`src/design/lc4_pkg.sv`:
```
////////////////////////////////////////////////////////////
// Shared widths, opcodes and instruction views for the LC4
// integer pipeline. Only the ALU subset is decoded here, so
// loads, stores, branches, MUL, DIV, MOD and shifts have no
// codes and retire as NOPs
////////////////////////////////////////////////////////////
`default_nettype none

package lc4_pkg;

   localparam int WORD_W = 16;          // Data and instruction width
   localparam int SEL_W  = 3;           // Register select width
   localparam int NREGS  = 8;
   localparam int NZP_W  = 3;

   // Condition codes, one-hot
   localparam logic [NZP_W-1:0] NZP_N = 3'b100;
   localparam logic [NZP_W-1:0] NZP_Z = 3'b010;
   localparam logic [NZP_W-1:0] NZP_P = 3'b001;

   // Major opcodes, insn[15:12]
   localparam logic [3:0] OPC_NOP     = 4'b0000;
   localparam logic [3:0] OPC_ARITH   = 4'b0001;
   localparam logic [3:0] OPC_LOGIC   = 4'b0101;
   localparam logic [3:0] OPC_CONST   = 4'b1001;
   localparam logic [3:0] OPC_HICONST = 4'b1101;

   // Sub-operations, insn[5:3]; bit 5 high means immediate form
   localparam logic [2:0] SUB_ADD = 3'b000;   // ARITH
   localparam logic [2:0] SUB_SUB = 3'b010;   // ARITH
   localparam logic [2:0] SUB_AND = 3'b000;   // LOGIC
   localparam logic [2:0] SUB_NOT = 3'b001;   // LOGIC
   localparam logic [2:0] SUB_OR  = 3'b010;   // LOGIC
   localparam logic [2:0] SUB_XOR = 3'b011;   // LOGIC

   // One instruction word, three field layouts
   typedef union packed {
      struct packed {
         logic [3:0] opcode;
         logic [2:0] rd;
         logic [2:0] rs;
         logic [2:0] sub;
         logic [2:0] rt;
      } r;                               // Register form
      struct packed {
         logic [3:0] opcode;
         logic [2:0] rd;
         logic [2:0] rs;
         logic       imm_flag;
         logic [4:0] imm5;
      } i;                               // Immediate form
      struct packed {
         logic [3:0] opcode;
         logic [2:0] rd;
         logic [8:0] imm9;              // HICONST uses [7:0]
      } c;                               // Constant form
   } insn_u;

   localparam logic [WORD_W-1:0] NOP_INSN = '0;

endpackage

`default_nettype wire

```
`src/design/lc4_x_if.sv`:
```
////////////////////////////////////////////////////////////
// Decoded instruction leaving the D stage toward execute.
// Read data already carries the WD bypass. No handshake,
// the receiver samples on every edge of gwe
////////////////////////////////////////////////////////////
`timescale 1ns/10ps
`default_nettype none

interface lc4_x_if;
   import lc4_pkg::*;

   logic              valid;
   logic [WORD_W-1:0] pc;
   logic [WORD_W-1:0] insn;
   logic [SEL_W-1:0]  rs_sel;
   logic [SEL_W-1:0]  rt_sel;
   logic [SEL_W-1:0]  rd_sel;
   logic              rd_we;      // Only for kept operations
   logic [WORD_W-1:0] rs_data;
   logic [WORD_W-1:0] rt_data;

   modport decode  (output valid, pc, insn, rs_sel, rt_sel, rd_sel, rd_we, rs_data, rt_data);
   modport execute (input  valid, pc, insn, rs_sel, rt_sel, rd_sel, rd_we, rs_data, rt_data);

endinterface

`default_nettype wire

```
`src/design/lc4_m_if.sv`:
```
////////////////////////////////////////////////////////////
// Executed instruction held in the M register, on its way
// to the W stage. No data memory, so the written value is
// always the ALU output
////////////////////////////////////////////////////////////
`timescale 1ns/10ps
`default_nettype none

interface lc4_m_if;
   import lc4_pkg::*;

   logic              valid;
   logic [WORD_W-1:0] pc;
   logic [WORD_W-1:0] insn;
   logic [SEL_W-1:0]  rd_sel;
   logic              rd_we;
   logic [WORD_W-1:0] alu_result; // ALU output

   modport execute (output valid, pc, insn, rd_sel, rd_we, alu_result);
   modport result  (input  valid, pc, insn, rd_sel, rd_we, alu_result);

endinterface

`default_nettype wire

```
`src/design/lc4_regfile.sv`:
```
////////////////////////////////////////////////////////////
// Eight 16-bit registers, two async read ports, one write
// port. A write lands on the edge, so a read in the same
// cycle sees the old value; the caller bypasses if needed
////////////////////////////////////////////////////////////
`timescale 1ns/10ps
`default_nettype none

module lc4_regfile (
   input  wire                         gwe,
   input  wire                         i_rst_n,
   input  wire  [lc4_pkg::SEL_W-1:0]   i_rs_sel,
   input  wire  [lc4_pkg::SEL_W-1:0]   i_rt_sel,
   output logic [lc4_pkg::WORD_W-1:0]  o_rs_data,
   output logic [lc4_pkg::WORD_W-1:0]  o_rt_data,
   input  wire  [lc4_pkg::SEL_W-1:0]   i_rd_sel,
   input  wire  [lc4_pkg::WORD_W-1:0]  i_wdata,
   input  wire                         i_we
);
   import lc4_pkg::*;

   logic [WORD_W-1:0] regs [NREGS];

   // All registers read 0 after reset
   always_ff @(posedge gwe or negedge i_rst_n) begin
      if (!i_rst_n) begin
         for (int i = 0; i < NREGS; i++) begin
            regs[i] <= '0;
         end
      end else if (i_we) begin
         regs[i_rd_sel] <= i_wdata;
      end
   end

   assign o_rs_data = regs[i_rs_sel];   // Async read
   assign o_rt_data = regs[i_rt_sel];

endmodule

`default_nettype wire

```
`src/design/lc4_decode.sv`:
```
////////////////////////////////////////////////////////////
// Fetch and decode. PC advances by one on every edge, there
// is no branch or stall path. D register feeds the X bus
// combinationally; writeback inputs are W-stage values and
// drive both the register file write and the WD bypass
////////////////////////////////////////////////////////////
`timescale 1ns/10ps
`default_nettype none

module lc4_decode #(
   parameter logic [lc4_pkg::WORD_W-1:0] RESET_PC = 16'h8200
) (
   input  wire                         gwe,
   input  wire                         i_rst_n,
   output logic [lc4_pkg::WORD_W-1:0]  o_cur_pc,     // To instruction memory
   input  wire  [lc4_pkg::WORD_W-1:0]  i_cur_insn,
   input  wire                         i_wb_we,
   input  wire  [lc4_pkg::SEL_W-1:0]   i_wb_sel,
   input  wire  [lc4_pkg::WORD_W-1:0]  i_wb_data,
   lc4_x_if.decode                     x_bus
);
   import lc4_pkg::*;

   logic [WORD_W-1:0] pc_q;
   logic [WORD_W-1:0] d_pc;
   logic [WORD_W-1:0] d_insn;
   logic              d_valid;
   insn_u             d_view;
   logic [SEL_W-1:0]  rs_sel;
   logic [SEL_W-1:0]  rt_sel;
   logic              kept;          // Operation writes rd
   logic [WORD_W-1:0] rf_rs_data;
   logic [WORD_W-1:0] rf_rt_data;

   // F stage is just the PC; D register captures the fetched word
   always_ff @(posedge gwe or negedge i_rst_n) begin
      if (!i_rst_n) begin
         pc_q    <= RESET_PC;
         d_valid <= 1'b0;
         d_insn  <= NOP_INSN;
      end else begin
         pc_q    <= pc_q + 1'b1;
         d_valid <= 1'b1;           // Every fetched slot is real
         d_insn  <= i_cur_insn;
      end
   end

   always_ff @(posedge gwe) begin
      d_pc <= pc_q;                 // Payload only
   end

   assign o_cur_pc = pc_q;
   assign d_view   = d_insn;

   // HICONST merges into rd, so rd is read on the rs port
   assign rs_sel = (d_view.r.opcode == OPC_HICONST) ? d_view.r.rd : d_view.r.rs;
   assign rt_sel = d_view.r.rt;

   always_comb begin
      case (d_view.r.opcode)
         OPC_NOP:     kept = 1'b0;
         OPC_ARITH:   kept = d_view.i.imm_flag ||
                             (d_view.r.sub == SUB_ADD) || (d_view.r.sub == SUB_SUB);
         OPC_LOGIC:   kept = 1'b1;      // AND NOT OR XOR and AND-imm cover all codes
         OPC_CONST:   kept = 1'b1;
         OPC_HICONST: kept = 1'b1;
         default:     kept = 1'b0;      // Dropped opcodes retire as NOP
      endcase
   end

   lc4_regfile regfile_i (
      .gwe       (gwe),
      .i_rst_n   (i_rst_n),
      .i_rs_sel  (rs_sel),
      .i_rt_sel  (rt_sel),
      .o_rs_data (rf_rs_data),
      .o_rt_data (rf_rt_data),
      .i_rd_sel  (i_wb_sel),
      .i_wdata   (i_wb_data),
      .i_we      (i_wb_we)
   );

   assign x_bus.valid  = d_valid;
   assign x_bus.pc     = d_pc;
   assign x_bus.insn   = d_insn;
   assign x_bus.rs_sel = rs_sel;
   assign x_bus.rt_sel = rt_sel;
   assign x_bus.rd_sel = d_view.r.rd;
   assign x_bus.rd_we  = d_valid && kept;

   // WD bypass, write and read in the same cycle
   assign x_bus.rs_data = (i_wb_we && (i_wb_sel == rs_sel)) ? i_wb_data : rf_rs_data;
   assign x_bus.rt_data = (i_wb_we && (i_wb_sel == rt_sel)) ? i_wb_data : rf_rt_data;

endmodule

`default_nettype wire

```
`src/design/lc4_execute.sv`:
```
////////////////////////////////////////////////////////////
// X register, MX and WX operand bypass, ALU, M register.
// MX wins over WX since it holds the younger producer.
// Dropped sub-operations produce 0 with rd_we already low
////////////////////////////////////////////////////////////
`timescale 1ns/10ps
`default_nettype none

module lc4_execute (
   input  wire                         gwe,
   input  wire                         i_rst_n,
   lc4_x_if.execute                    x_bus,
   input  wire                         i_wb_we,
   input  wire  [lc4_pkg::SEL_W-1:0]   i_wb_sel,
   input  wire  [lc4_pkg::WORD_W-1:0]  i_wb_data,
   lc4_m_if.execute                    m_bus
);
   import lc4_pkg::*;

   logic              x_valid, x_rd_we;
   logic [WORD_W-1:0] x_pc, x_insn, x_rs_data, x_rt_data;
   logic [SEL_W-1:0]  x_rs_sel, x_rt_sel, x_rd_sel;
   insn_u             x_view;
   logic [WORD_W-1:0] op_a, op_b;     // After bypass
   logic [WORD_W-1:0] imm5_sx, imm9_sx;
   logic [WORD_W-1:0] alu_out;
   logic              m_valid, m_rd_we;
   logic [WORD_W-1:0] m_pc, m_insn, m_result;
   logic [SEL_W-1:0]  m_rd_sel;

   always_ff @(posedge gwe or negedge i_rst_n) begin
      if (!i_rst_n) begin
         x_valid <= 1'b0;
         x_rd_we <= 1'b0;
         m_valid <= 1'b0;
         m_rd_we <= 1'b0;
      end else begin
         x_valid <= x_bus.valid;
         x_rd_we <= x_bus.rd_we;
         m_valid <= x_valid;
         m_rd_we <= x_rd_we;
      end
   end

   // Payload side of the X and M registers
   always_ff @(posedge gwe) begin
      x_pc      <= x_bus.pc;
      x_insn    <= x_bus.insn;
      x_rs_sel  <= x_bus.rs_sel;
      x_rt_sel  <= x_bus.rt_sel;
      x_rd_sel  <= x_bus.rd_sel;
      x_rs_data <= x_bus.rs_data;
      x_rt_data <= x_bus.rt_data;
      m_pc      <= x_pc;
      m_insn    <= x_insn;
      m_rd_sel  <= x_rd_sel;
      m_result  <= alu_out;
   end

   // MX first, then WX, then the value read in D
   assign op_a = (m_rd_we && (m_rd_sel == x_rs_sel)) ? m_result  :
                 (i_wb_we && (i_wb_sel == x_rs_sel)) ? i_wb_data : x_rs_data;
   assign op_b = (m_rd_we && (m_rd_sel == x_rt_sel)) ? m_result  :
                 (i_wb_we && (i_wb_sel == x_rt_sel)) ? i_wb_data : x_rt_data;

   assign x_view  = x_insn;
   assign imm5_sx = {{(WORD_W-5){x_view.i.imm5[4]}}, x_view.i.imm5};
   assign imm9_sx = {{(WORD_W-9){x_view.c.imm9[8]}}, x_view.c.imm9};

   always_comb begin
      alu_out = '0;
      case (x_view.r.opcode)
         OPC_ARITH: begin
            if (x_view.i.imm_flag) alu_out = op_a + imm5_sx;     // ADD imm, wraps
            else if (x_view.r.sub == SUB_ADD) alu_out = op_a + op_b;
            else if (x_view.r.sub == SUB_SUB) alu_out = op_a - op_b;
         end
         OPC_LOGIC: begin
            if (x_view.i.imm_flag) begin
               alu_out = op_a & imm5_sx;
            end else begin
               case (x_view.r.sub)
                  SUB_AND: alu_out = op_a & op_b;
                  SUB_NOT: alu_out = ~op_a;
                  SUB_OR:  alu_out = op_a | op_b;
                  SUB_XOR: alu_out = op_a ^ op_b;
                  default: alu_out = '0;
               endcase
            end
         end
         OPC_CONST:   alu_out = imm9_sx;
         OPC_HICONST: alu_out = {x_view.c.imm9[7:0], op_a[7:0]};  // Keep rd low byte
         default:     alu_out = '0;
      endcase
   end

   assign m_bus.valid      = m_valid;
   assign m_bus.pc         = m_pc;
   assign m_bus.insn       = m_insn;
   assign m_bus.rd_sel     = m_rd_sel;
   assign m_bus.rd_we      = m_rd_we;
   assign m_bus.alu_result = m_result;

endmodule

`default_nettype wire

```
`src/design/lc4_result.sv`:
```
////////////////////////////////////////////////////////////
// W register and retire trace. NZP bits are computed from
// the written value but not stored, no branch reads them.
// Every kept writing instruction also sets NZP
////////////////////////////////////////////////////////////
`timescale 1ns/10ps
`default_nettype none

module lc4_result (
   input  wire                         gwe,
   input  wire                         i_rst_n,
   lc4_m_if.result                     m_bus,
   output logic                        o_wb_we,
   output logic [lc4_pkg::SEL_W-1:0]   o_wb_sel,
   output logic [lc4_pkg::WORD_W-1:0]  o_wb_data,
   output logic                        o_retire_valid,
   output logic [lc4_pkg::WORD_W-1:0]  o_retire_pc,
   output logic [lc4_pkg::WORD_W-1:0]  o_retire_insn,
   output logic                        o_nzp_we,
   output logic [lc4_pkg::NZP_W-1:0]   o_nzp_new_bits
);
   import lc4_pkg::*;

   logic              w_valid, w_rd_we;
   logic [WORD_W-1:0] w_pc, w_insn, w_data;
   logic [SEL_W-1:0]  w_rd_sel;

   always_ff @(posedge gwe or negedge i_rst_n) begin
      if (!i_rst_n) begin
         w_valid <= 1'b0;
         w_rd_we <= 1'b0;
      end else begin
         w_valid <= m_bus.valid;
         w_rd_we <= m_bus.rd_we;
      end
   end

   always_ff @(posedge gwe) begin
      w_pc     <= m_bus.pc;
      w_insn   <= m_bus.insn;
      w_rd_sel <= m_bus.rd_sel;
      w_data   <= m_bus.alu_result;
   end

   // Zero, then sign bit
   assign o_nzp_new_bits = (w_data == '0)     ? NZP_Z :
                           w_data[WORD_W-1]   ? NZP_N : NZP_P;
   assign o_nzp_we       = w_rd_we;

   assign o_wb_we        = w_rd_we;      // Regfile write lands next edge
   assign o_wb_sel       = w_rd_sel;
   assign o_wb_data      = w_data;
   assign o_retire_valid = w_valid;
   assign o_retire_pc    = w_pc;
   assign o_retire_insn  = w_insn;

endmodule

`default_nettype wire

```
`src/design/lc4_core.sv`:
```
////////////////////////////////////////////////////////////
// LC4 five-stage pipeline top, ALU subset only. No stalls,
// no back-pressure, no data memory port. An insn taken at
// edge k retires after edge k+3 and writes at edge k+4.
// RESET_PC may be any value
////////////////////////////////////////////////////////////
`timescale 1ns/10ps
`default_nettype none

module lc4_core #(
   parameter logic [lc4_pkg::WORD_W-1:0] RESET_PC = 16'h8200
) (
   input  wire                         gwe,
   input  wire                         i_rst_n,
   output logic [lc4_pkg::WORD_W-1:0]  o_cur_pc,
   input  wire  [lc4_pkg::WORD_W-1:0]  i_cur_insn,
   output logic                        o_retire_valid,
   output logic [lc4_pkg::WORD_W-1:0]  o_retire_pc,
   output logic [lc4_pkg::WORD_W-1:0]  o_retire_insn,
   output logic                        o_regfile_we,
   output logic [lc4_pkg::SEL_W-1:0]   o_regfile_wsel,
   output logic [lc4_pkg::WORD_W-1:0]  o_regfile_data,
   output logic                        o_nzp_we,
   output logic [lc4_pkg::NZP_W-1:0]   o_nzp_new_bits
);
   import lc4_pkg::*;

   logic              wb_we;         // W-stage writeback, fed back to D and X
   logic [SEL_W-1:0]  wb_sel;
   logic [WORD_W-1:0] wb_data;

   lc4_x_if x_bus ();
   lc4_m_if m_bus ();

   lc4_decode #(.RESET_PC(RESET_PC)) decode_i (
      .gwe        (gwe),
      .i_rst_n    (i_rst_n),
      .o_cur_pc   (o_cur_pc),
      .i_cur_insn (i_cur_insn),
      .i_wb_we    (wb_we),
      .i_wb_sel   (wb_sel),
      .i_wb_data  (wb_data),
      .x_bus      (x_bus.decode)
   );

   lc4_execute execute_i (
      .gwe       (gwe),
      .i_rst_n   (i_rst_n),
      .x_bus     (x_bus.execute),
      .i_wb_we   (wb_we),
      .i_wb_sel  (wb_sel),
      .i_wb_data (wb_data),
      .m_bus     (m_bus.execute)
   );

   lc4_result result_i (
      .gwe            (gwe),
      .i_rst_n        (i_rst_n),
      .m_bus          (m_bus.result),
      .o_wb_we        (wb_we),
      .o_wb_sel       (wb_sel),
      .o_wb_data      (wb_data),
      .o_retire_valid (o_retire_valid),
      .o_retire_pc    (o_retire_pc),
      .o_retire_insn  (o_retire_insn),
      .o_nzp_we       (o_nzp_we),
      .o_nzp_new_bits (o_nzp_new_bits)
   );

   // Retire trace shows the write as it goes to the register file
   assign o_regfile_we   = wb_we;
   assign o_regfile_wsel = wb_sel;
   assign o_regfile_data = wb_data;

endmodule

`default_nettype wire

```
`config.mk`:
```
export PLATFORM = sky130hd
export DESIGN_NAME = lc4_core
export DESIGN_NICKNAME = d
export VERILOG_FILES = /design/src/design/lc4_pkg.sv /design/src/design/lc4_x_if.sv /design/src/design/lc4_m_if.sv /design/src/design/lc4_regfile.sv /design/src/design/lc4_decode.sv /design/src/design/lc4_execute.sv /design/src/design/lc4_result.sv /design/src/design/lc4_core.sv
export SDC_FILE = /design/constraint.sdc
export NUM_CORES = 1
export LEC_CHECK = 0
export ABC_AREA = 1
export BUFFER_PORTS_ARGS = -buffer_cell sky130_fd_sc_hd__buf_2
export CAP_MARGIN = 20
export CORE_ASPECT_RATIO = 1.2
export CORE_MARGIN = 2
export CORE_UTILIZATION = 45
export DETAILED_ROUTE_END_ITERATION = 8
export HOLD_SLACK_MARGIN = 0.05
export PLACE_DENSITY_LB_ADDON = 0.25
export SYNTH_ARGS = -nofsm -noshare
export SYNTH_HDL_FRONTEND = slang
export SYNTH_HIERARCHICAL = 1
export SYNTH_SLANG_ARGS = --single-unit
```
`constraint.sdc`:
```
create_clock -name gwe -period 3.65 [get_ports gwe]
set_input_delay 0.73 -clock gwe [delete_from_list [all_inputs] [get_ports gwe]]
set_output_delay 0.73 -clock gwe [all_outputs]
set_load 0.03 [all_outputs]
```
==> impl_results.md, run 1 <==
- Die area: 0.0426 mm²
- Clk buf depth: 3
- Critical path's top delay family: simple AND/OR/NAND/NOR gates
- Final hold violations: 0
- Slew HR: 42.2%
- Hold Path Class: primary input to async pin
- Cells after Synth: 2582
- ANT nets after route: 0
- Register area share after synthesis: 43.4%
- Port Buffer Count: 90
- Slowest cell on the critical path: dfxtp_1
- Clock Tree Root: clkbuf_16
- Leakage: 0.0107 µW
- CTS buffer count: 38
- WP buf/inv: 5
- Initial antenna violation count: 0
- Mapped Area: 0.0184 mm²
- Status: finished clean
- Critical Path RT: 4.11 ns
- Switch share: 31.7%
- Internal power: 6960 µW
- Initial DRC Count: 1278
- Initial Util: 45.4%
- Io pins: 91
- Max Fclk: 295 MHz
- Sum Neg Setup Slack: 0 ns
- Final wirelength: 58.4 mm
- Design area: 0.0209 mm²
- Crit Path Max Fanout: 7
- H-tree depth: 2
- Clk_skew: 0.0445 ns
- Worst path max stage delay: 0.38 ns
- Area of the multi-input gates: 0.00866 mm²
- Via-to-Cell Ratio: 5.26
- Cell repeated most along the worst path: nand2_1
- Most frequent cells in the layout: nand2_1 (901), inv_1 (321), nand3_1 (262), o21ai_0 (203), dfxtp_1 (190)
- CP startpoint kind: flip-flop
- Final net count: 2752
- GRT Residual Overflow: 0
- Avg Inst Size Synth: 7.14 µm²
- 1st-pass router iterations: 7
- Number of diodes: 0
- Endpoints failing setup: 0
- Vias in the first global route: 16200
- Dpl cell area: 0.0195 mm²
- Share of layout cells above drive strength 1: 11.3%
- # clock sinks: 358
- Die Wd: 189 µm
- Power density cells: 487 mW/mm²
- Combinational fraction of design power: 19.7%
- HPWL after detailed placement: 40.1 mm
- Period minus WS final: 3.39 ns
- FILL cells: 3961
- Largest net degree at the start of global routing: 71
- DR WL/cell: 18.0 µm
- # rows: 81
- Yosys cell types: 54
- Die H: 226 µm
- Worst path arrival time: 3.85 ns
- Area Overhead vs Synth: 13.4%
- Most common cell after layout, fill and taps aside: nand2_1
- Global-route usage over all layers: 27.2%
- Ys Warns: 6
- CP cell instances: inv_1 > o21ai_0 > nor2_1 > nand2_2 > clkinvlp_4 > buf_4 > nand2_1 > nand3_1 > o21ai_0 > inv_1 > ha_4 > buf_4 > nand2_1 > nor2_1 > and2_1 > nand2_1 > nand2_1 > nand2_1 > nand2_1 > nand2_1 > nand2_1 > nand2_1 > nand3_1 > nand2_1
- Max Slew Vio Count: 0
- Hold slack: 0.146 ns
- Core ar.: 0.0406 mm²
- RSZ-0062 raised after global routing: true
- Global placer's final weighted congestion: 1.00
- Final Cycle Share: 92.8%
- Peak supply drop: 0.000353 V
- Sequential share of power: 42.0%
- FF+latch area: 0.00801 mm²
- Latest clock arrival within the worst-skew pair: 0.58 ns
- P_sw: 3230 µW
- Worst-path clk slew: 0.06 ns
- Routed vias: 17000
- Crit. End Element: flip-flop
- Clk network pwr share: 38.3%
- Max Cap Viol: 0
- Seq cells post-synth: 358
- Crit Path Class: flip-flop to flip-flop
- # DRC: 0
- Tightest Pin Transition: 0.867 ns
- Post-Syn Nets: 2667
- First-pass GRT wire length: 90.2 mm
- TritonCTS clock tree: built
==> synth_stat cells (all sizes together) <==
| library cell | instances | share of area, % |
|---|---|---|
| clkbuf | 37 | 0.78 |
| xor2 | 15 | 0.71 |
| a21oi | 63 | 1.9 |
| o21a | 1 | 0.041 |
| inv | 347 | 7.1 |
| ha | 64 | 4.3 |
| o21ai | 225 | 6.3 |
| and2 | 4 | 0.14 |
| dfstp | 2 | 0.29 |
| dfrtp | 165 | 22 |
| fa | 3 | 0.33 |
| nor3b | 1 | 0.041 |
| conb | 1 | 0.020 |
| dfxtp | 191 | 21 |
| a221oi | 2 | 0.095 |
| nor3 | 11 | 0.41 |
| o211ai | 18 | 0.76 |
| nand4 | 10 | 0.34 |
| xnor2 | 8 | 0.38 |
| or2 | 4 | 0.14 |
| nand2 | 913 | 19 |
| o2111ai | 2 | 0.095 |
| o22ai | 16 | 0.54 |
| a21o | 2 | 0.081 |
| clkinv | 1 | 0.020 |
| nand3 | 264 | 7.2 |
| o311ai | 1 | 0.048 |
| o21bai | 4 | 0.18 |
| a211oi | 10 | 0.41 |
| nor2 | 109 | 2.6 |
| a31oi | 2 | 0.068 |
| a21boi | 2 | 0.081 |
| nand3b | 6 | 0.24 |
| o221ai | 1 | 0.048 |
| buf | 77 | 2.4 |
==> metrics by stage <==
stage / total power, µW / setup WS, ns / std cells / utilization [%]
2_1_floorplan: 5640 / 0.388 / 2582 / -
3_3_place_gp: 6270 / 0.204 / 3156 / 47.9
3_5_place_dp: 6280 / 0.181 / 3156 / 47.9
4_1_cts: 10200 / 0.124 / 3226 / 51.0
5_1_grt: 10700 / -0.0288 / 3236 / 51.4
6_report: 10200 / 0.261 / 3236 / 51.4
==> power groups by stage <==
| stage | sequential [µW] | clock [µW] | combinational (µW) |
|---|---|---|---|
| floorplan | 4360 | 0 | 1290 |
| global placement | 4350 | 0 | 1930 |
| detailed placement | 4350 | 0 | 1940 |
| CTS | 4270 | 3980 | 1950 |
| global route | 4290 | 4150 | 2220 |
| finish | 4270 | 3900 | 2010 |
==> cell type report <==
| class | count | share of cell area [%] |
|---|---|---|
| timing repair buffer | 156 | 4.67 |
| sequential | 358 | 38.3 |
| timing repair inverter | 1 | 0.0359 |
| clock inverter | 13 | 0.694 |
| multi-input combinational | 1764 | 41.4 |
| tap | 539 | 3.23 |
| inverter | 348 | 6.27 |
| clock buffer | 57 | 5.38 |
==> registers in the layout, summed over array words and instances, names as in the netlist, 16 cells and up <==
signal,count
execute_i/m_bus.alu_result,16
execute_i/m_bus.insn,16
execute_i/x_insn,16
result_i/o_retire_insn,16
decode_i/regfile_i/regs,128
execute_i/x_pc,16
execute_i/x_rt_data,16
decode_i/o_cur_pc,16
result_i/o_wb_data,16
result_i/o_retire_pc,16
execute_i/m_bus.pc,16
decode_i/x_bus.pc,16
execute_i/x_rs_data,16
decode_i/x_bus.insn,16
==> metal layers <==
layer  vias up  wire (µm)  GRT usage [%]
met5         -          0              0
met4         0       2930           12.9
met3       183       3280           3.93
met2       676      28600           47.2
met1      7857      23600           33.2
li1       8300          -              -
==> path summary, 6_finish.rpt <==
path | start | endpoint | slack (ns) | cells after the start
worst max-delay path | result_i/o_wb_sel[1]$_DFF_P_ | execute_i/m_bus.alu_result[15]$_SDFF_PN0_ | 0.26 | 24
worst max register to register | result_i/o_wb_sel[1]$_DFF_P_ | execute_i/m_bus.alu_result[15]$_SDFF_PN0_ | 0.26 | 24
worst min register to register | decode_i/x_bus.pc[2]$_DFF_P_ | execute_i/x_pc[2]$_DFF_P_ | 0.33 | 0
min in group gwe | i_cur_insn[9] | decode_i/x_bus.insn[9]$_DFF_PN0_ | 0.25 | 1
max in group asynchronous | i_rst_n | decode_i/x_bus.insn[4]$_DFF_PN0_ | 2.57 | 2
worst min-delay path | i_rst_n | decode_i/regfile_i/regs[69]$_DFFE_PN0P_ | 0.15 | 1
==> logic make-up after synthesis <==
logic type | after synthesis | share of synthesized area (%)
AOI/OAI and AO/OA | 349 | 10.6
xor gates and xnor gates | 23 | 1.09
adders and majority gates | 67 | 4.67
buffers and inverters | 462 | 10.3
DFF | 358 | 43.4
other | 1 | 0.0203
and+or+nand+nor | 1322 | 29.9
==> what timing repair did <==
item	CTS	global route
setup buffers	0	7
resized for setup	0	25
hold buffers	0	0
endpoints found under the setup margin	0	9
No activity file was read; power rests on OpenSTA's default activity.
==> run 2, diff against run 1 <==
- RECOVER_POWER: not set -> 25
- SETUP_SLACK_MARGIN: not set -> 0.5
==> run 2 against run 1 <==
Net effect: clock power up 6.4%; final area is 5.9% higher; hold slack improved by 0.046 ns; combinational power is 17% higher; count of clock-buffer cells in the layout down 5; sequential cell count unchanged; power grew 5.9%; critical path type unchanged; highest routed layer unchanged.
==> impl_results.md, run 2 (synthesis results as in run 1) <==
- First-pass GRT wire length: 94.2 mm
- Share of layout cells above drive strength 1: 17.1%
- Reg2Reg Setup Slack: 0.44 ns
- Max reg flops: 128
- Status: finished clean
- H-tree depth: 2
- Period minus WS final: 3.21 ns
- Most flops, register: decode_i/regfile_i/regs
- Initial DRC Count: 1509
- Clk network pwr share: 38.5%
- Latest clock arrival within the worst-skew pair: 0.58 ns
- Area Overhead vs Synth: 20.1%
- Core ar.: 0.0406 mm²
- RSZ-0062 raised after global routing: true
- P_sw: 3360 µW
- Max Slew Vio Count: 0
- DR WL/cell: 18.7 µm
- Peak supply drop: 0.000469 V
- Io pins: 91
- Power density cells: 487 mW/mm²
- # hold bufs at CTS: 0
- Leakage: 0.0111 µW
- Port Buffer Count: 90
- Hold Path Class: primary input to async pin
- Crit Path Max Fanout: 16
- Via-to-Cell Ratio: 5.31
- FF-to-FF End: execute_i/m_bus.alu_result[15]$_SDFF_PN0_
- 1st-pass router iterations: 6
- Die Wd: 189 µm
- Routed vias: 17400
- TritonCTS clock tree: built
- HPWL after detailed placement: 41.5 mm
- Design area: 0.0221 mm²
- Internal power: 7420 µW
- Sum Neg Setup Slack: 0 ns
- Worst-path clk slew: 0.07 ns
- Number of diodes: 0
- Clk buf depth: 3
- Critical Path RT: 4.11 ns
- Clk_skew: 0.0307 ns
- Final hold violations: 0
- Global-route usage over all layers: 28.5%
- Global placer's final weighted congestion: 0.971
- Final wirelength: 61.1 mm
- ANT nets after route: 0
- CTS buffer count: 38
- Sequential share of power: 39.8%
- Dpl cell area: 0.0196 mm²
- Initial antenna violation count: 0
- Crit Path Class: flip-flop to flip-flop
- Initial Util: 45.4%
- Worst path arrival time: 3.67 ns
- Fin cells: 3278
- # clock sinks: 358
- Die H: 226 µm
- Switch share: 31.2%
- CP startpoint kind: flip-flop
- R2r startpoint: execute_i/m_bus.rd_sel[0]$_DFF_P_
- Combinational fraction of design power: 21.8%
- # rows: 81
- Largest net degree at the start of global routing: 81
- Placed cell count: 3169
- Endpoints failing setup: 0
- Slew HR: 32.9%
- Total power: 10800 µW
- Max Cap Viol: 0
- Crit. End Element: flip-flop
- Max Fclk: 312 MHz
- Die area: 0.0426 mm²
- Reg2Reg Depth: 23
- Most frequent cells in the layout: nand2_1 (876), inv_1 (312), nand3_1 (251), dfxtp_1 (184), o21ai_0 (176)
- # DRC: 0
- Vias in the first global route: 16800
- GRT Residual Overflow: 0
- Clock Tree Root: clkbuf_16
- Final Cycle Share: 87.9%
- Most common cell after layout, fill and taps aside: nand2_1
- Final net count: 2794
- Tightest Pin Transition: 1.00 ns
==> run 2: cell count changes in the layout (fill, tap and decap cells not counted), sizes merged <==
cell,previous run,this run
inv,352,350
clkinv,7,10
nand2,915,916
bufinv,0,4
bufbuf,0,1
buf,156,194
clkinvlp,3,2
clkbuf,57,55
==> run 2: area by class of cell <==
cell class / instances / area, µm²
multi-input cells: 1765 / 9360
repair buffers: 198 / 1400
inverters: 348 / 1330
clock buffers: 52 / 1120
flip-flops and latches: 358 / 8020
well taps: 539 / 674
clock inverters: 18 / 253
fillers: 3863 / 18500
==> run 2: worst max path at each step <==
| stage | from | end | slack, ns |
|---|---|---|---|
| global route | execute_i/m_bus.rd_sel[0]$_DFF_P_ | execute_i/m_bus.alu_result[10]$_SDFF_PN0_ | 0.24 |
| global placement | result_i/o_wb_sel[2]$_DFF_P_ | execute_i/m_bus.alu_result[12]$_SDFF_PN0_ | 0.30 |
| detailed placement | result_i/o_wb_sel[2]$_DFF_P_ | execute_i/m_bus.alu_result[12]$_SDFF_PN0_ | 0.25 |
| CTS | result_i/o_wb_sel[1]$_DFF_P_ | execute_i/m_bus.alu_result[12]$_SDFF_PN0_ | 0.44 |
| floorplan | result_i/o_nzp_we$_DFF_PN0_ | execute_i/m_bus.alu_result[10]$_SDFF_PN0_ | 0.50 |
| finish | execute_i/m_bus.rd_sel[0]$_DFF_P_ | execute_i/m_bus.alu_result[15]$_SDFF_PN0_ | 0.44 |
==> run 2: power groups by stage <==
stage	logic [µW]	registers (µW)	clock network [µW]
floorplan	1290	4360	0
global placement	1970	4350	0
detailed placement	1980	4360	0
CTS	2090	4280	4240
global route	2570	4310	4420
finish	2350	4290	4150
==> run 2: per-stage QoR <==
step                      setup WS (ns)  hold WS, ns  utilization (%)
after floorplan                   0.500        0.310                -
after CTS                         0.439        0.223             52.6
after detailed placement          0.255        0.312             48.2
final                             0.442        0.193             54.5
after global routing              0.237        0.244             54.5
after global placement            0.302        0.310             48.1
==> run 2: timing repair <==
action / in CTS / in global routing
pin swaps: 6 / 30
buffers inserted: 19 / 16
cloned: 4 / 0
endpoints found under the setup margin: 12 / 14
gates resized for setup: 79 / 153
==> run 2: per-layer routing <==
metal	vias to the layer above	GRT usage (%)	wire length (µm)
met4	0	13.0	2880
met2	628	50.6	30200
met1	8223	33.9	24400
met5	-	0	0
li1	8376	-	-
met3	173	4.26	3640
==> run 2: critical path, cell delays in order (launching register included) <==
cell and delay (ns):
dfxtp_1 0.36, inv_4 0.10, o22ai_4 0.07, a21oi_2 0.19
o2111ai_4 0.16, buf_4 0.19, bufbuf_16 0.29, o21ai_4 0.20
inv_1 0.06, ha_1 0.31, buf_6 0.15, nor2_2 0.12
nand2_1 0.08, buf_4 0.15, nor2_4 0.10, nand2_1 0.08
nand2_1 0.06, nand2_1 0.04, nand3_1 0.07, nand2_1 0.06
nand2_1 0.06, nand2_1 0.05, nand3_1 0.08, nand2_1 0.06
==> run 3, diff against run 2 <==
- CTS_BUF_LIST: not set -> sky130_fd_sc_hd__clkbuf_2
==> run 3 against run 2 <==
Net effect: setup slack gained 0.0046 ns; non-clock buffer count is 29 higher; via count rose by 3.0%; hold slack better by 0.086 ns; clock skew rose by 0.019 ns; power is 13% lower; critical path depth did not move; critical path type unchanged; largest power group unchanged.
==> impl_results.md, run 3 (synthesis results as in run 1) <==
- Final Cycle Share: 87.8%
- Clock Tree Root: clkbuf_2
- Clk_skew: 0.0500 ns
- Crit Path Max Fanout: 16
- Most frequent cells in the layout: nand2_1 (878), inv_1 (307), nand3_1 (250), o21ai_0 (173), dfxtp_1 (172)
- Endpoints failing setup: 0
- Most flops, register: decode_i/regfile_i/regs
- Fin cells: 3398
- Reg2Reg Setup Slack: 0.45 ns
- R2r startpoint: execute_i/m_bus.rd_sel[0]$_DFF_P_
- GRT Residual Overflow: 0
- ANT nets after route: 0
- Hold Path Class: primary input to async pin
- Global placer's final weighted congestion: 0.971
- Period minus WS final: 3.20 ns
- FILL cells: 3956
- Io pins: 91
- Die area: 0.0426 mm²
- Initial antenna violation count: 2
- Share of layout cells above drive strength 1: 20.2%
- # clock sinks: 358
- Max reg flops: 128
- First-pass GRT wire length: 95.1 mm
- CTS buffer count: 88
- # DRC: 0
- RSZ-0062 raised after global routing: true
- Final wirelength: 62.3 mm
- Slew HR: 32.8%
- Power density cells: 429 mW/mm²
- Final hold violations: 0
- Die Wd: 189 µm
- CP startpoint kind: flip-flop
- Worst path arrival time: 4.18 ns
- Dpl cell area: 0.0196 mm²
- Peak supply drop: 0.000308 V
- TritonCTS clock tree: built
- Most common cell after layout, fill and taps aside: nand2_1
- Sum Neg Setup Slack: 0 ns
- Status: finished clean
- Max Slew Vio Count: 0
- Latest clock arrival within the worst-skew pair: 1.07 ns
- Crit Path Class: flip-flop to flip-flop
- Via-to-Cell Ratio: 5.27
- Placed cell count: 3169
- Worst-path clk slew: 0.12 ns
- # rows: 81
- Global-route usage over all layers: 28.8%
- Area Overhead vs Synth: 19.1%
- Reg2Reg Depth: 23
- Max Fclk: 312 MHz
- FF-to-FF End: execute_i/m_bus.alu_result[15]$_SDFF_PN0_
- Max Cap Viol: 0
- Initial Util: 45.4%
- Total power: 9410 µW
- Tightest Pin Transition: 1.00 ns
- Routed vias: 17900
- H-tree depth: 3
- Vias in the first global route: 17400
- Largest net degree at the start of global routing: 81
- Initial DRC Count: 1492
- Die H: 226 µm
- DR WL/cell: 18.3 µm
- Leakage: 0.0112 µW
- Core ar.: 0.0406 mm²
- Port Buffer Count: 90
- Clk buf depth: 3
- HPWL after detailed placement: 41.5 mm
- 1st-pass router iterations: 6
- Critical Path RT: 4.62 ns
- Crit. End Element: flip-flop
- Design area: 0.0220 mm²
- Final net count: 2873
[run 3: cell type report]
class	count	area, µm²	share of cell area, %
timing repair buffer	227	1690	7.71
clock inverter	39	226	1.03
sequential	358	8040	36.6
tap	539	674	3.07
inverter	348	1330	6.04
antenna	2	5.00	0.0228
multi-input combinational	1765	9390	42.8
clock buffer	120	601	2.73
[run 3: repair_timing]
| action | in CTS | in global routing |
|---|---|---|
| endpoints found under the hold margin | 94 | 0 |
| endpoints found under the setup margin | 14 | 16 |
| pin swaps | 4 | 42 |
| setup buffers | 13 | 33 |
| gates resized for setup | 66 | 196 |
| hold buffers | 17 | 0 |
| gates cloned | 3 | 2 |
[run 3: per-stage QoR]
step	hold slack [ns]	util, %	setup slack (ns)
after floorplan	0.310	-	0.500
after global placement	0.310	48.1	0.302
after detailed placement	0.312	48.2	0.255
after CTS	0.175	51.4	0.437
after global routing	0.193	54.0	0.257
final	0.278	54.0	0.446
[run 3: worst max path at each step]
stage,start,to,slack [ns],cells past startpoint
3_3_place_gp,result_i/o_wb_sel[2]$_DFF_P_,execute_i/m_bus.alu_result[12]$_SDFF_PN0_,0.30,21
2_1_floorplan,result_i/o_nzp_we$_DFF_PN0_,execute_i/m_bus.alu_result[10]$_SDFF_PN0_,0.50,25
3_5_place_dp,result_i/o_wb_sel[2]$_DFF_P_,execute_i/m_bus.alu_result[12]$_SDFF_PN0_,0.25,21
5_1_grt,execute_i/m_bus.rd_sel[0]$_DFF_P_,execute_i/m_bus.alu_result[15]$_SDFF_PN0_,0.26,23
6_report,execute_i/m_bus.rd_sel[0]$_DFF_P_,execute_i/m_bus.alu_result[15]$_SDFF_PN0_,0.45,23
4_1_cts,result_i/o_wb_data[14]$_DFF_P_,o_nzp_new_bits[0],0.44,5
[run 3: worst max-delay path, stage by stage (launching register included)]
cell,delay (ns)
dfxtp_1,0.38
inv_4,0.10
o22ai_4,0.07
a21oi_2,0.21
o2111ai_4,0.24
buf_12,0.20
clkbuf_16,0.18
nand3_1,0.14
o21ai_4,0.10
inv_1,0.07
ha_2,0.31
nor2_1,0.25
nand2_1,0.14
nand2_1,0.08
a21oi_1,0.06
buf_4,0.14
nand2_1,0.06
nand2_1,0.04
nand3_1,0.06
nand2_1,0.05
nand2_1,0.05
nand2_1,0.05
nand3_1,0.08
nand2_1,0.06
[run 3: metal layers]
layer | wire (µm) | vias to the layer above | part of all wire [%] | global-route usage [%]
li1 | - | 8593 | - | -
met1 | 24300 | 8398 | 39 | 33.5
met2 | 30900 | 738 | 50 | 50.7
met3 | 4050 | 192 | 6.5 | 5.05
met4 | 3030 | 0 | 4.9 | 14.8
met5 | 0 | - | 0 | 0
[run 3: power by group]
part           leakage (µW)  internal [µW]  switching (µW)
Sequential          0.00383           4140             150
Clock              0.000614           1010            1700
Combinational       0.00677            860            1550
Total                0.0112           6010            3410
